===== config.mk =====
export PLATFORM = sky130hd
export DESIGN_NAME = pipe_top
export DESIGN_NICKNAME = d
export VERILOG_FILES = /design/src/hdl/pipe_pkg.sv /design/src/hdl/fetch_unit.sv /design/src/hdl/hazard_ctrl_unit.sv /design/src/hdl/execute_unit.sv /design/src/hdl/mem_access_unit.sv /design/src/hdl/pipe_top.sv
export SDC_FILE = /design/constraint.sdc
export NUM_CORES = 1
export LEC_CHECK = 0
export BUFFER_PORTS_ARGS = -buffer_cell sky130_fd_sc_hd__buf_2
export CAP_MARGIN = 5
export CELL_PAD_IN_SITES_DETAIL_PLACEMENT = 1
export CELL_PAD_IN_SITES_GLOBAL_PLACEMENT = 1
export CORE_ASPECT_RATIO = 1.5
export CORE_MARGIN = 2
export CORE_UTILIZATION = 25
export DETAILED_ROUTE_END_ITERATION = 6
export GPL_TIMING_DRIVEN = 0
export PLACE_DENSITY_LB_ADDON = 0.3
export REMOVE_ABC_BUFFERS = 1
export SYNTH_ARGS = -nofsm -noshare
export SYNTH_HDL_FRONTEND = slang
export SYNTH_SLANG_ARGS = --single-unit

===== constraint.sdc =====
create_clock -name clk -period 7.1 [get_ports clk]
set_input_delay 2.13 -clock clk [delete_from_list [all_inputs] [get_ports clk]]
set_output_delay 2.13 -clock clk [all_outputs]
set_load 0.01 [all_outputs]

===== src/hdl/pipe_pkg.sv =====
package pipe_pkg;

    // field widths of the instruction format
    localparam int addr_w    = 16;
    localparam int word_w    = 32;
    localparam int operand_w = 8;
    localparam int opcode_w  = 2;

    typedef logic [addr_w-1:0]    addr_t;
    typedef logic [word_w-1:0]    word_t;
    typedef logic [operand_w-1:0] operand_t;

    typedef enum logic [opcode_w-1:0] {
        OP_ADD   = 2'd0,
        OP_SUB   = 2'd1,
        OP_LOAD  = 2'd2,
        OP_STORE = 2'd3
    } opcode_e;

    // opcode on top, operands in the low half
    typedef struct packed {
        opcode_e                                    opcode;
        logic [word_w-opcode_w-2*operand_w-1:0]     unused;
        operand_t                                   a;
        operand_t                                   b;
    } instr_t;

    typedef struct packed {
        logic load_pc;
        logic load_if_id;
        logic load_id_ex;
        logic load_ex_mem;
        logic load_mem_wb;
    } hazard_ctrl_t;

    typedef struct packed {
        addr_t   pc;
        opcode_e opcode;
        // alu result or data address
        addr_t   addr;
        word_t   store_data;
    } ex_mem_t;

    typedef struct packed {
        addr_t   pc;
        opcode_e opcode;
        word_t   result;
    } retire_t;

    localparam addr_t pc_step  = 16'd4;
    localparam addr_t reset_pc = 16'd0;

endpackage


===== src/hdl/fetch_unit.sv =====
module fetch_unit (
    input  logic                   clk,
    input  logic                   rst,
    input  logic                   imem_resp_i,
    input  pipe_pkg::word_t        imem_rdata_i,
    input  pipe_pkg::hazard_ctrl_t hazard_ctrl_i,
    output logic                   imem_read_o,
    output pipe_pkg::addr_t        imem_addr_o,
    output pipe_pkg::instr_t       if_id_o,
    output pipe_pkg::addr_t        if_id_pc_o
);

    pipe_pkg::addr_t pc;
    pipe_pkg::word_t hold_word;
    logic            held;
    logic            active;

    // no new request while a fetched word waits for a step
    assign imem_read_o = active && !held;
    assign imem_addr_o = pc;

    always_ff @(posedge clk) begin
        if (rst) begin
            pc     <= pipe_pkg::reset_pc;
            held   <= 1'b0;
            active <= 1'b0;
        end else begin
            active <= 1'b1;
            if (hazard_ctrl_i.load_pc) begin
                pc <= pc + pipe_pkg::pc_step;
            end
            if (hazard_ctrl_i.load_if_id) begin
                held <= 1'b0;
            end else if (imem_resp_i) begin
                held <= 1'b1;
            end
        end
    end

    always_ff @(posedge clk) begin
        if (imem_resp_i && !hazard_ctrl_i.load_if_id) begin
            hold_word <= imem_rdata_i;
        end
        if (hazard_ctrl_i.load_if_id) begin
            if_id_o    <= held ? pipe_pkg::instr_t'(hold_word) : pipe_pkg::instr_t'(imem_rdata_i);
            if_id_pc_o <= pc;
        end
    end

endmodule


===== src/hdl/hazard_ctrl_unit.sv =====
module hazard_ctrl_unit (
    input  logic                   clk,
    input  logic                   rst,
    input  logic                   imem_resp_i,
    input  logic                   dmem_read_i,
    input  logic                   dmem_write_i,
    input  logic                   dmem_resp_i,
    output pipe_pkg::hazard_ctrl_t hazard_ctrl_o,
    output logic                   id_valid_o,
    output logic                   ex_valid_o,
    output logic                   mem_valid_o,
    output logic                   wb_valid_o
);

    typedef enum logic [1:0] {
        IF_READY,
        IF_HELD,
        IF_LOAD
    } if_state_e;

    typedef enum logic {
        MEM_READY,
        MEM_WAIT
    } mem_state_e;

    if_state_e  if_state;
    if_state_e  if_next_state;
    mem_state_e mem_state;
    mem_state_e mem_next_state;

    logic run;
    logic mem_req;
    logic mem_stall;
    logic step;
    logic fetch_take;

    assign mem_req = dmem_read_i || dmem_write_i;

    // an unanswered data request freezes every stage
    assign mem_stall = ((mem_state == MEM_WAIT) || mem_req) && !dmem_resp_i;
    assign step      = run && !mem_stall;

    // a fetched word enters ID only together with a step
    assign fetch_take = step && (imem_resp_i || (if_state == IF_HELD));

    always_ff @(posedge clk) begin
        if (rst) begin
            if_state    <= IF_READY;
            mem_state   <= MEM_READY;
            run         <= 1'b0;
            id_valid_o  <= 1'b0;
            ex_valid_o  <= 1'b0;
            mem_valid_o <= 1'b0;
            wb_valid_o  <= 1'b0;
        end else begin
            if_state  <= if_next_state;
            mem_state <= mem_next_state;
            run       <= 1'b1;
            // bubbles travel with the valid chain
            if (step) begin
                id_valid_o  <= fetch_take;
                ex_valid_o  <= id_valid_o;
                mem_valid_o <= ex_valid_o;
                wb_valid_o  <= mem_valid_o;
            end
        end
    end

    always_comb begin
        if_next_state = if_state;
        case (if_state)
            IF_READY, IF_LOAD: begin
                if (imem_resp_i) begin
                    if_next_state = step ? IF_LOAD : IF_HELD;
                end else begin
                    if_next_state = IF_READY;
                end
            end
            IF_HELD: begin
                if (step) begin
                    if_next_state = IF_LOAD;
                end
            end
            default: if_next_state = IF_READY;
        endcase
    end

    always_comb begin
        mem_next_state = mem_state;
        case (mem_state)
            MEM_READY: begin
                if (mem_req && !dmem_resp_i) begin
                    mem_next_state = MEM_WAIT;
                end
            end
            MEM_WAIT: begin
                if (dmem_resp_i) begin
                    mem_next_state = MEM_READY;
                end
            end
            default: mem_next_state = MEM_READY;
        endcase
    end

    always_comb begin
        hazard_ctrl_o.load_pc     = fetch_take;
        hazard_ctrl_o.load_if_id  = fetch_take;
        hazard_ctrl_o.load_id_ex  = step;
        hazard_ctrl_o.load_ex_mem = step;
        hazard_ctrl_o.load_mem_wb = step;
    end

endmodule


===== src/hdl/execute_unit.sv =====
module execute_unit (
    input  logic                   clk,
    input  logic                   rst,
    input  pipe_pkg::hazard_ctrl_t hazard_ctrl_i,
    input  pipe_pkg::instr_t       if_id_i,
    input  pipe_pkg::addr_t        if_id_pc_i,
    output pipe_pkg::ex_mem_t      ex_mem_o
);

    pipe_pkg::opcode_e  id_ex_op;
    pipe_pkg::operand_t id_ex_a;
    pipe_pkg::operand_t id_ex_b;
    pipe_pkg::addr_t    id_ex_pc;
    pipe_pkg::addr_t    a_ext;
    pipe_pkg::addr_t    b_ext;
    pipe_pkg::addr_t    alu_out;

    assign a_ext = {{(pipe_pkg::addr_w - pipe_pkg::operand_w){1'b0}}, id_ex_a};
    assign b_ext = {{(pipe_pkg::addr_w - pipe_pkg::operand_w){1'b0}}, id_ex_b};

    always_comb begin
        case (id_ex_op)
            pipe_pkg::OP_SUB: alu_out = a_ext - b_ext;
            // add, and the address of loads and stores
            default: alu_out = a_ext + b_ext;
        endcase
    end

    always_ff @(posedge clk) begin
        if (rst) begin
            id_ex_op        <= pipe_pkg::OP_ADD;
            ex_mem_o.opcode <= pipe_pkg::OP_ADD;
        end else begin
            if (hazard_ctrl_i.load_id_ex) begin
                id_ex_op <= if_id_i.opcode;
                id_ex_a  <= if_id_i.a;
                id_ex_b  <= if_id_i.b;
                id_ex_pc <= if_id_pc_i;
            end
            if (hazard_ctrl_i.load_ex_mem) begin
                ex_mem_o.pc         <= id_ex_pc;
                ex_mem_o.opcode     <= id_ex_op;
                ex_mem_o.addr       <= alu_out;
                ex_mem_o.store_data <= {{(pipe_pkg::word_w - pipe_pkg::operand_w){1'b0}}, id_ex_b};
            end
        end
    end

endmodule


===== src/hdl/mem_access_unit.sv =====
module mem_access_unit (
    input  logic                   clk,
    input  logic                   rst,
    input  logic                   mem_valid_i,
    input  logic                   wb_valid_i,
    input  pipe_pkg::hazard_ctrl_t hazard_ctrl_i,
    input  pipe_pkg::ex_mem_t      ex_mem_i,
    input  logic                   dmem_resp_i,
    input  pipe_pkg::word_t        dmem_rdata_i,
    output logic                   dmem_read_o,
    output logic                   dmem_write_o,
    output pipe_pkg::addr_t        dmem_addr_o,
    output pipe_pkg::word_t        dmem_wdata_o,
    output logic                   retire_valid_o,
    output pipe_pkg::retire_t      retire_o
);

    logic            is_load;
    logic            is_store;
    logic            fresh;
    pipe_pkg::word_t wb_result;

    assign is_load  = (ex_mem_i.opcode == pipe_pkg::OP_LOAD);
    assign is_store = (ex_mem_i.opcode == pipe_pkg::OP_STORE);

    assign dmem_read_o  = mem_valid_i && is_load;
    assign dmem_write_o = mem_valid_i && is_store;
    assign dmem_addr_o  = ex_mem_i.addr;
    assign dmem_wdata_o = ex_mem_i.store_data;

    always_comb begin
        case (ex_mem_i.opcode)
            pipe_pkg::OP_LOAD:  wb_result = dmem_rdata_i;
            pipe_pkg::OP_STORE: wb_result = ex_mem_i.store_data;
            default: wb_result = {{(pipe_pkg::word_w - pipe_pkg::addr_w){1'b0}}, ex_mem_i.addr};
        endcase
    end

    always_ff @(posedge clk) begin
        if (rst) begin
            fresh <= 1'b0;
        end else begin
            fresh <= hazard_ctrl_i.load_mem_wb;
        end
    end

    always_ff @(posedge clk) begin
        if (hazard_ctrl_i.load_mem_wb) begin
            retire_o.pc     <= ex_mem_i.pc;
            retire_o.opcode <= ex_mem_i.opcode;
            retire_o.result <= wb_result;
        end
    end

    // one cycle per newly loaded MEM/WB entry
    assign retire_valid_o = fresh && wb_valid_i;

endmodule


===== src/hdl/pipe_top.sv =====
module pipe_top (
    input  logic              clk,
    input  logic              rst,
    output logic              imem_read_o,
    output pipe_pkg::addr_t   imem_addr_o,
    input  logic              imem_resp_i,
    input  pipe_pkg::word_t   imem_rdata_i,
    output logic              dmem_read_o,
    output logic              dmem_write_o,
    output pipe_pkg::addr_t   dmem_addr_o,
    output pipe_pkg::word_t   dmem_wdata_o,
    input  logic              dmem_resp_i,
    input  pipe_pkg::word_t   dmem_rdata_i,
    output logic              retire_valid_o,
    output pipe_pkg::retire_t retire_o
);

    pipe_pkg::hazard_ctrl_t hazard_ctrl;
    pipe_pkg::instr_t       if_id;
    pipe_pkg::addr_t        if_id_pc;
    pipe_pkg::ex_mem_t      ex_mem;
    logic                   mem_valid;
    logic                   wb_valid;

    fetch_unit u_fetch (
        .clk           (clk),
        .rst           (rst),
        .imem_resp_i   (imem_resp_i),
        .imem_rdata_i  (imem_rdata_i),
        .hazard_ctrl_i (hazard_ctrl),
        .imem_read_o   (imem_read_o),
        .imem_addr_o   (imem_addr_o),
        .if_id_o       (if_id),
        .if_id_pc_o    (if_id_pc)
    );

    // ID and EX valid bits stay inside the controller
    hazard_ctrl_unit u_hazard (
        .clk           (clk),
        .rst           (rst),
        .imem_resp_i   (imem_resp_i),
        .dmem_read_i   (dmem_read_o),
        .dmem_write_i  (dmem_write_o),
        .dmem_resp_i   (dmem_resp_i),
        .hazard_ctrl_o (hazard_ctrl),
        .id_valid_o    (),
        .ex_valid_o    (),
        .mem_valid_o   (mem_valid),
        .wb_valid_o    (wb_valid)
    );

    execute_unit u_execute (
        .clk           (clk),
        .rst           (rst),
        .hazard_ctrl_i (hazard_ctrl),
        .if_id_i       (if_id),
        .if_id_pc_i    (if_id_pc),
        .ex_mem_o      (ex_mem)
    );

    mem_access_unit u_mem (
        .clk            (clk),
        .rst            (rst),
        .mem_valid_i    (mem_valid),
        .wb_valid_i     (wb_valid),
        .hazard_ctrl_i  (hazard_ctrl),
        .ex_mem_i       (ex_mem),
        .dmem_resp_i    (dmem_resp_i),
        .dmem_rdata_i   (dmem_rdata_i),
        .dmem_read_o    (dmem_read_o),
        .dmem_write_o   (dmem_write_o),
        .dmem_addr_o    (dmem_addr_o),
        .dmem_wdata_o   (dmem_wdata_o),
        .retire_valid_o (retire_valid_o),
        .retire_o       (retire_o)
    );

endmodule


==> results.yml, run 1 <==
routing:
  route.detailed.drc: 0
  totalWireLength_um: 14600
  first_pass_iters: 4
  num_vias: 4149
  antenna_left: 0
  wl_per_cell_um: 13.8
  viasPerCell: 3.91
  first_iter_violations: 144
yosys:
  ys_top_cells_by_area: "edfxtp_1, dfxtp_1, buf_4"
  synth_seq_area_share_pct: 70.4
  ys_seq_elements: 188
  synth_top_area_share_pct: 63.0
  avgSynthCellArea_um2: 14.6
  ys.flop_type: "edfxtp_1"
  yosysWarningCount: 0
  synth_cells: 523
  async_reset_ff_share_pct: 0
  synth_cell_type_count: 44
  syn_area_um2: 7620
  yosysTopAreaCell: "edfxtp_1"
  synth_enable_flop_cells: 160
clock_network:
  cts_root_buf: "clkbuf_16"
  clk_latency_ns: 0.43
  clk_pin_slew_ns: 0.07
  ctsResizeCount: 0
  clock_sinks: 188
  tritoncts: "done"
  cts_buffer_depth: 2
  cts_setup_buffers: 0
  htree_levels: 4
  hold_buffers: 0
  numCtsBuffers: 17
power:
  power.switching_mw: 0.557
  powerDensity_nw_per_um2: 260
  peakVddDrop_uv: 114
  pwr-share-comb_pct: 6.9
  leakage_nw: 3.57
  clockPowerShare_pct: 39.4
  finalPower_mw: 2.38
  power_frac_seq_pct: 53.7
  p_sw_share_pct: 23.4
  power.internal_mw: 1.82
global_routing:
  grt_pass1_wl_um: 22900
  overflow: 0
  grt_use_total_pct: 9.36
  grt_max_degree: 31
  grt_pass1_vias: 4158
  antenna_found_initial: 0
critical_path:
  worstSetupEndpointType: "output pin"
  crit_buf_inv: 1
  reg2reg_depth: 5
  cp_data_arrival_time_ns: 2.51
  crit_family: "simple AND/OR/NAND/NOR gates"
  crit_fanout: 25
  crit_start: "u_execute.ex_mem_o[49]"
  critPathMaxStageDelay_ns: 0.90
  reg2reg_slack_ns: 3.63
  cp-endpoint: "dmem_read_o"
  crit_slowest_cell: "dfxtp_1"
  crit_chain: "nor2b_2 -> and2_1 -> buf_2"
  worstPathRequired_ns: 4.97
  crit_cells: 3
  cp-start-kind: "flop"
  timing.rr.start: "u_execute.ex_mem_o[49]"
  reg2reg_to: "u_fetch.hold_word[1]"
  crit_type: "flop to output pin"
final_layout:
  fillCellCount: 3232
  nNetsFinal: 735
  layout_commonest_cell: "edfxtp_1"
  multi_input_comb_area_um2: 1810
  final_util_pct: 30.4
  n_antenna_cell: 0
  layout-drive-gt1-share_pct: 31.5
  final_cell_mix: "edfxtp_1, buf_2, nor2_1, conb_1, dfxtp_1"
  area_growth_pct: 20.1
  seq_area_um2: 5370
timing:
  final.setup_skew_ns: 0.00583
  rsz0062_at_grt: "no"
  period_share_pct: 65.4
  tightestPinTransition_ns: 1.04
  maxSlewHeadroom_pct: 30.5
  period_minus_slack_ns: 4.64
  max_freq_mhz: 215
  finalHoldViolCount: 0
  setup_slack_ns: 2.46
  setup_viol: 0
  maxSlewViolCount: 0
placed_design:
  place_congestion: 0.728
  dp_slack_ns: 2.37
  io_buffers: 143
  hpwl_um: 10700
floorplan:
  boundaryPins: 186
  initial_core_util_pct: 25.3
  die_x_um: 147
  std_cell_rows: 78
  placeableCoreArea_um2: 30200
  dieArea_um2: 31900
  fp.dieH_um: 218
hold_path:
  min_path_type: "flop to flop"
outcome:
  status: "finished, final reports clean"
run:
  cap_violations: 0
-- per-stage QoR --
step                instances  setup TNS (ns)  hold WS [ns]  instance area [um2]
floorplan                 481               0         0.400                 7240
global placement         1024          -12.65         0.402                 8460
detailed placement       1029               0         0.405                 8570
CTS                      1061               0         0.422                 9160
global route             1061               0         0.424                 9160
finish                   1061               0         0.420                 9160
-- layer usage --
metal  vias up  global-route usage (%)  routed length (um)  part of all wire, %
met5         -                       0                   0                    0
met4         0                    3.98                 273                  1.9
met3        13                    3.41                 735                  5.0
met2        92                    16.2                7490                   51
met1      1997                    10.4                6140                   42
li1       2047                       -                   -                    -
-- kinds of logic after synthesis --
group                    Yosys count  share of synthesized area, %
adder cells (fa/ha/maj)           19                          3.32
flip-flops                       188                          70.4
other                              1                        0.0492
AO/OA/AOI/OAI                     58                          4.94
AND/OR/NAND/NOR                  119                          7.70
XOR/XNOR                          18                          2.07
multiplexers                      29                          4.12
buffers and inverters             91                          7.43
-- cell type report --
cell class                 instances  share of cell area [%]
sequential                       188                    58.6
clock inverter                    14                    1.68
timing repair buffer             148                    8.94
multi-input combinational        271                    19.7
clock buffer                      18                    4.69
inverter                          22                   0.916
tap                              400                    5.47
-- state kept, by name (all words and copies together), names as in the netlist --
name,count
u_execute.id_ex_a,8
u_mem.fresh,1
u_hazard.id_valid_o,1
u_hazard.ex_valid_o,1
u_fetch.if_id_o,18
u_fetch.held,1
u_hazard.wb_valid_o,1
u_mem.retire_o,48
u_execute.id_ex_op,2
u_fetch.hold_word,18
u_hazard.if_state,2
u_execute.ex_mem_o,34
u_fetch.if_id_pc_o,14
u_hazard.mem_valid_o,1
u_execute.id_ex_b,8
u_hazard.mem_state,1
u_execute.id_ex_pc,14
u_hazard.run,1
u_fetch.imem_addr_o,14
-- synthesized netlist by cell type, types with 2 or more instances --
cell type / instances
fa_1: 2
and3_1: 4
nand3_1: 4
mux2_2: 19
and2_1: 19
mux2i_1: 10
inv_1: 21
nor3_1: 7
edfxtp_1: 160
o31ai_1: 3
a21o_1: 8
clkbuf_1: 10
nand4_1: 10
dfxtp_1: 28
o21a_1: 3
buf_2: 5
xnor2_1: 6
nor2_1: 37
nor2b_1: 10
ha_1: 17
nand2b_1: 3
nand2_1: 23
a21oi_1: 24
o21ai_0: 8
xor2_1: 12
buf_4: 52
-- how the worst min path moves through the flow --
stage / startpoint / end / slack, ns / depth (start not counted)
floorplan: u_execute.id_ex_pc[2] / u_execute.ex_mem_o[52] / 0.40 / 0
global placement: u_execute.id_ex_pc[5] / u_execute.ex_mem_o[55] / 0.40 / 0
detailed placement: u_fetch.if_id_o[0] / u_execute.id_ex_b[0] / 0.41 / 0
CTS: u_execute.id_ex_pc[2] / u_execute.ex_mem_o[52] / 0.42 / 0
global route: u_execute.ex_mem_o[55] / u_mem.retire_o[39] / 0.42 / 0
finish: u_fetch.if_id_o[0] / u_execute.id_ex_b[0] / 0.42 / 0
-- power by group through the flow --
| stage | Combinational [mW] | Sequential (mW) | Clock (mW) |
|---|---|---|---|
| after floorplan | 0.0827 | 1.31 | 0 |
| after global placement | 0.157 | 1.30 | 0 |
| after detailed placement | 0.167 | 1.30 | 0 |
| after CTS | 0.168 | 1.28 | 0.981 |
| after global routing | 0.185 | 1.28 | 1.01 |
| final | 0.164 | 1.28 | 0.937 |
No activity file was read; power rests on OpenSTA's default activity.
==> run 2: changes to the inputs <==
ABC_AREA = 1   (was unset)
clock period = 3.8 ns   (was 7.1 ns; I/O delays follow)
==> run 2 against run 1 <==
  * Register-to-register slack lost 2.7 ns
  * Clock skew rose by 0.0018 ns
  * Worst hold slack worse by 0.0026 ns
  * Flip-flop and latch count is the same
  * Combinational power is 130% higher
  * Critical path depth increased by 3
  * Sequential power up 88%
  * Synthesized area up 4.6%
  * Final cell count increased by 17%
  * First-iteration DRC count increased by 24%
  * Global-route usage increased by 0.52 points
  * Final area rose by 2.9%
  * Critical path type is now primary input to flop
  * Largest cell class unchanged
==> results.yml, run 2 <==
final_layout:
  final_cells: 1238
  final_util_pct: 29.8
  layout-drive-gt1-share_pct: 24.3
  nNetsFinal: 902
  top_register: "u_mem.retire_o"
  layout_commonest_cell: "nand2_1"
  top_regs: "u_mem.retire_o x48, u_execute.ex_mem_o x34"
  fillCellCount: 3598
  fin_area_um2: 9420
  n_antenna_cell: 0
  area_growth_pct: 18.1
  final_cell_mix: "nand2_1, edfxtp_1, buf_2, inv_1, nor2_1"
  largest_reg_flops: 48
timing:
  timing.setup.tns_ns: 0
  max_freq_mhz: 311
  period_share_pct: 84.6
  maxSlewViolCount: 0
  finalHoldViolCount: 0
  period_minus_slack_ns: 3.21
  maxSlewHeadroom_pct: 19.5
  final.setup_skew_ns: 0.00759
  rsz0062_at_grt: "no"
  tightestPinTransition_ns: 1.21
  setup_viol: 0
yosys:
  synth_cell_type_count: 32
  synth_enable_flop_cells: 160
  yosys-top-cells-count: "nand2_1, edfxtp_1, inv_1"
  ys.flop_type: "edfxtp_1"
  syn_area_um2: 7980
  synth_cells: 695
  ys_top_cells_by_area: "edfxtp_1, nand2_1, dfxtp_1"
  ys_seq_elements: 188
  synth_seq_area_share_pct: 67.3
  synth_top_area_share_pct: 60.2
  yosysMostFrequentCell: "nand2_1"
  async_reset_ff_share_pct: 0
  yosysTopAreaCell: "edfxtp_1"
  avgSynthCellArea_um2: 11.5
  yosysWarningCount: 0
floorplan:
  die_x_um: 150
  dieArea_um2: 33400
  std_cell_rows: 80
  placeableCoreArea_um2: 31600
  initial_core_util_pct: 25.2
  fp.dieH_um: 223
  boundaryPins: 186
critical_path:
  worstSetupEndpointType: "flop"
  crit_type: "primary input to flop"
  crit_chain: "buf_2 -> inv_1 -> nand2_2 -> nand2_1 -> inv_2 -> nor2_2"
  worstPathRequired_ns: 3.87
  cp_data_arrival_time_ns: 3.28
  crit_buf_inv: 3
  crit_family: "simple AND/OR/NAND/NOR gates"
  crit_slowest_cell: "nor2_2"
  cp-start-kind: "primary input"
  critPathMaxStageDelay_ns: 0.88
  crit_fanout: 55
global_routing:
  grt_use_total_pct: 9.88
  antenna_found_initial: 0
  grt_pass1_vias: 4876
  overflow: 0
  grt_pass1_wl_um: 25600
  grt_max_degree: 56
routing:
  first_pass_iters: 4
  wl_per_cell_um: 13.0
  route.detailed.drc: 0
  met2_length_um: 7950
  first_iter_violations: 179
  totalWireLength_um: 16100
  wl_met3_um: 1190
  viasPerCell: 3.89
  routedLengthMet1_um: 6690
  antenna_left: 0
  dr.max_layer_used: "met4"
  num_vias: 4819
power:
  leakage_nw: 4.03
  peakVddDrop_uv: 255
  finalPower_mw: 4.53
  powerDensity_nw_per_um2: 481
clock_network:
  cts_buffer_depth: 2
  clock_sinks: 188
  cts_setup_buffers: 0
  clk_pin_slew_ns: 0.07
  clk_latency_ns: 0.44
  ctsResizeCount: 0
  cts_root_buf: "clkbuf_16"
  numCtsBuffers: 17
  htree_levels: 4
  tritoncts: "done"
  hold_buffers: 0
placed_design:
  io_buffers: 143
  placed_cell_area_um2: 8850
  numPlacedInstances: 1206
  place_congestion: 0.790
  hpwl_um: 11800
run:
  cap_violations: 0
outcome:
  status: "finished, final reports clean"
hold_path:
  min_path_type: "flop to flop"
## run 2: cell types whose count changed in the layout (fill, tap and decap cells not counted), moves of 10 or more
cell | previous run | this run
and2_1 | 19 | 0
inv_1 | 21 | 78
mux2_2 | 19 | 0
mux2i_1 | 10 | 0
nand2_1 | 23 | 163
nand3_1 | 4 | 20
nor2_1 | 35 | 59
o21ai_0 | 7 | 17
## run 2: cell families (layout without fill, tap and decap cells)
kind of cell	count (synthesis)	after routing	synth area share, %
AOI/OAI and AO/OA	57	57	4.44
buffers and inverters	155	261	10.4
and+or+nand+nor	271	271	14.2
other	1	28	0.0470
DFF	188	188	67.3
xor gates and xnor gates	4	4	0.439
adders and majority gates	19	19	3.17
## run 2: power by group
part	switching, mW	internal [mW]	leakage [nW]	total, mW
registers	0.0412	2.37	1.78	2.41
clock network	0.773	0.973	0.275	1.75
logic	0.249	0.129	1.98	0.378
total	1.06	3.47	4.03	4.53
## run 2: through the flow
stage / setup slack [ns] / hold slack (ns)
2_1_floorplan: -0.808 / 0.400
3_3_place_gp: -2.29 / 0.401
3_5_place_dp: -0.00926 / 0.405
4_1_cts: 0.476 / 0.422
5_1_grt: 0.257 / 0.428
6_report: 0.586 / 0.418
## run 2: routing by layer
metal	up-vias	global-route usage (%)
met1	2221	11.0
met3	16	3.57
met4	0	3.65
met2	132	17.2
met5	-	0
li1	2450	-
## run 2: area by class of cell
class / instances / area [um2] / share of cell area, %
Timing Repair Buffer: 145 / 763 / 8.10
Tap cell: 410 / 513 / 5.45
Clock buffer: 19 / 433 / 4.60
Clock inverter: 13 / 140 / 1.49
Inverter: 84 / 315 / 3.35
Multi-Input combinational cell: 379 / 1890 / 20.1
Sequential cell: 188 / 5370 / 57.0
## run 2: worst register-to-register path: cells and delay by family, from the launching register on
kind / cells / cell delay, ns
AND/OR/NAND/NOR: 5 / 1.51
buffers and inverters: 1 / 0.59
flip-flops: 1 / 0.41
## run 2: final timing paths
kind	start	end	slack [ns]	depth (start not counted)
max	dmem_resp_i	u_fetch.hold_word[4]	0.59	6
min reg2reg	u_execute.ex_mem_o[54]	u_mem.retire_o[38]	0.42	0
min	u_execute.ex_mem_o[54]	u_mem.retire_o[38]	0.42	0
max reg2reg	u_execute.ex_mem_o[49]	u_fetch.hold_word[4]	0.91	6
==> run 3: changes to the inputs <==
clock period = 2.8 ns   (was 3.8 ns; I/O delays follow)
==> run 3 against run 2 <==
  * Total power increased by 36%
  * First-iteration DRC count increased by 7.8%
  * Final cell count unchanged
  * Die area unchanged
  * Final area about the same
  * Count of clock-buffer cells in the layout unchanged
  * Via count increased by 0.12%
  * Sequential power increased by 36%
  * Register-to-register slack got worse by 0.50 ns
  * Wire length about the same
  * Non-clock buffer count unchanged
  * Combinational power increased by 36%
  * Largest cell class unchanged
  * Largest power group unchanged
==> results.yml, run 3 (synthesis gave the netlist of run 2 again) <==
global_routing:
  grt_max_degree: 56
  grt_use_total_pct: 9.88
  antenna_found_initial: 0
  overflow: 0
  grt_pass1_vias: 4876
  grt_pass1_wl_um: 25600
power:
  finalPower_mw: 6.15
  leakage_nw: 4.03
  powerDensity_nw_per_um2: 652
  peakVddDrop_uv: 346
final_layout:
  top_regs: "u_mem.retire_o x48, u_execute.ex_mem_o x34"
  multi_input_comb_area_um2: 1900
  final_cells: 1238
  fin_area_um2: 9430
  final_cell_mix: "nand2_1, edfxtp_1, buf_2, inv_1, nor2_1"
  nNetsFinal: 902
  final_util_pct: 29.8
  layout_commonest_cell: "nand2_1"
  n_antenna_cell: 0
  seq_area_um2: 5370
  top_register: "u_mem.retire_o"
  area_growth_pct: 18.2
  fillCellCount: 3595
  layout-drive-gt1-share_pct: 24.4
  largest_reg_flops: 48
placed_design:
  place_congestion: 0.790
  numPlacedInstances: 1206
  dp_slack_ns: -0.709
  io_buffers: 143
  placed_cell_area_um2: 8850
  hpwl_um: 11800
timing:
  tightestPinTransition_ns: 0.874
  maxSlewHeadroom_pct: 41.6
  setup_slack_ns: 0.184
  final.setup_skew_ns: 0.00757
  timing.setup.tns_ns: 0
  max_freq_mhz: 382
  finalHoldWorstSlack_ns: 0.417
  finalHoldViolCount: 0
  rsz0062_at_grt: "no"
  period_minus_slack_ns: 2.62
  maxSlewViolCount: 0
  setup_viol: 0
  period_share_pct: 93.4
critical_path:
  critPathMaxStageDelay_ns: 0.48
  worstSetupEndpointType: "output pin"
  crit_fanout: 19
  crit_type: "flop to output pin"
  worstPathRequired_ns: 1.96
  crit_slowest_cell: "or2_2"
  cp-start-kind: "flop"
  crit_chain: "inv_2 -> or2_2 -> nor2_1 -> buf_2"
  cp_data_arrival_time_ns: 1.78
clock_network:
  cts_buffer_depth: 2
  clock_sinks: 188
  clk_latency_ns: 0.44
  tritoncts: "done"
  clk_pin_slew_ns: 0.07
  htree_levels: 4
  cts_setup_buffers: 0
  hold_buffers: 0
  cts_root_buf: "clkbuf_16"
  numCtsBuffers: 17
routing:
  first_pass_iters: 4
  route.detailed.drc: 0
  viasPerCell: 3.90
  wl_per_cell_um: 13.0
  totalWireLength_um: 16100
  antenna_left: 0
  first_iter_violations: 193
  num_vias: 4825
floorplan:
  dieArea_um2: 33400
  std_cell_rows: 80
  initial_core_util_pct: 25.2
  placeableCoreArea_um2: 31600
  die_x_um: 150
  boundaryPins: 186
  fp.dieH_um: 223
run:
  cap_violations: 0
hold_path:
  min_path_type: "flop to flop"
outcome:
  status: "finished, final reports clean"
[run 3: worst paths after layout]
check	startpoint	to	slack (ns)	cells past startpoint
worst min register to register	u_execute.ex_mem_o[54]	u_mem.retire_o[38]	0.42	0
worst max-delay path	u_execute.ex_mem_o[49]	dmem_read_o	0.18	4
worst min-delay path	u_execute.ex_mem_o[54]	u_mem.retire_o[38]	0.42	0
worst max register to register	u_execute.ex_mem_o[49]	u_fetch.hold_word[4]	0.41	6
[run 3: cell type report]
cell class                      count  area share, %
Sequential cell                   188           56.9
Multi-Input combinational cell    379           20.1
Timing Repair Buffer              145           8.10
Tap cell                          410           5.44
Clock buffer                       19           4.59
Inverter                           84           3.37
Clock inverter                     13           1.49
[run 3: report_power, final]
part	total (mW)	internal [mW]	switching (mW)	leakage [nW]
clock	2.37	1.32	1.05	0.275
sequential	3.27	3.21	0.0560	1.78
combinational	0.515	0.176	0.339	1.98
total	6.15	4.71	1.44	4.03
[run 3: worst max-delay path: cells and delay by family (launching register included)]
family	cells	cell delay, ns
flip-flops	1	0.41
AND/OR/NAND/NOR	2	0.62
buffers and inverters	2	0.30
[run 3: layer usage]
| layer | vias to the layer above | GRT usage [%] | wire length, um |
|---|---|---|---|
| met3 | 14 | 3.57 | 1190 |
| li1 | 2451 | - | - |
| met1 | 2227 | 11.0 | 6680 |
| met4 | 0 | 3.65 | 264 |
| met5 | - | 0 | 0 |
| met2 | 133 | 17.2 | 7980 |
[run 3: repair_timing]
action	in CTS	in global routing
pin swaps	0	1
gates resized for setup	2	2
setup endpoints to repair	19	18
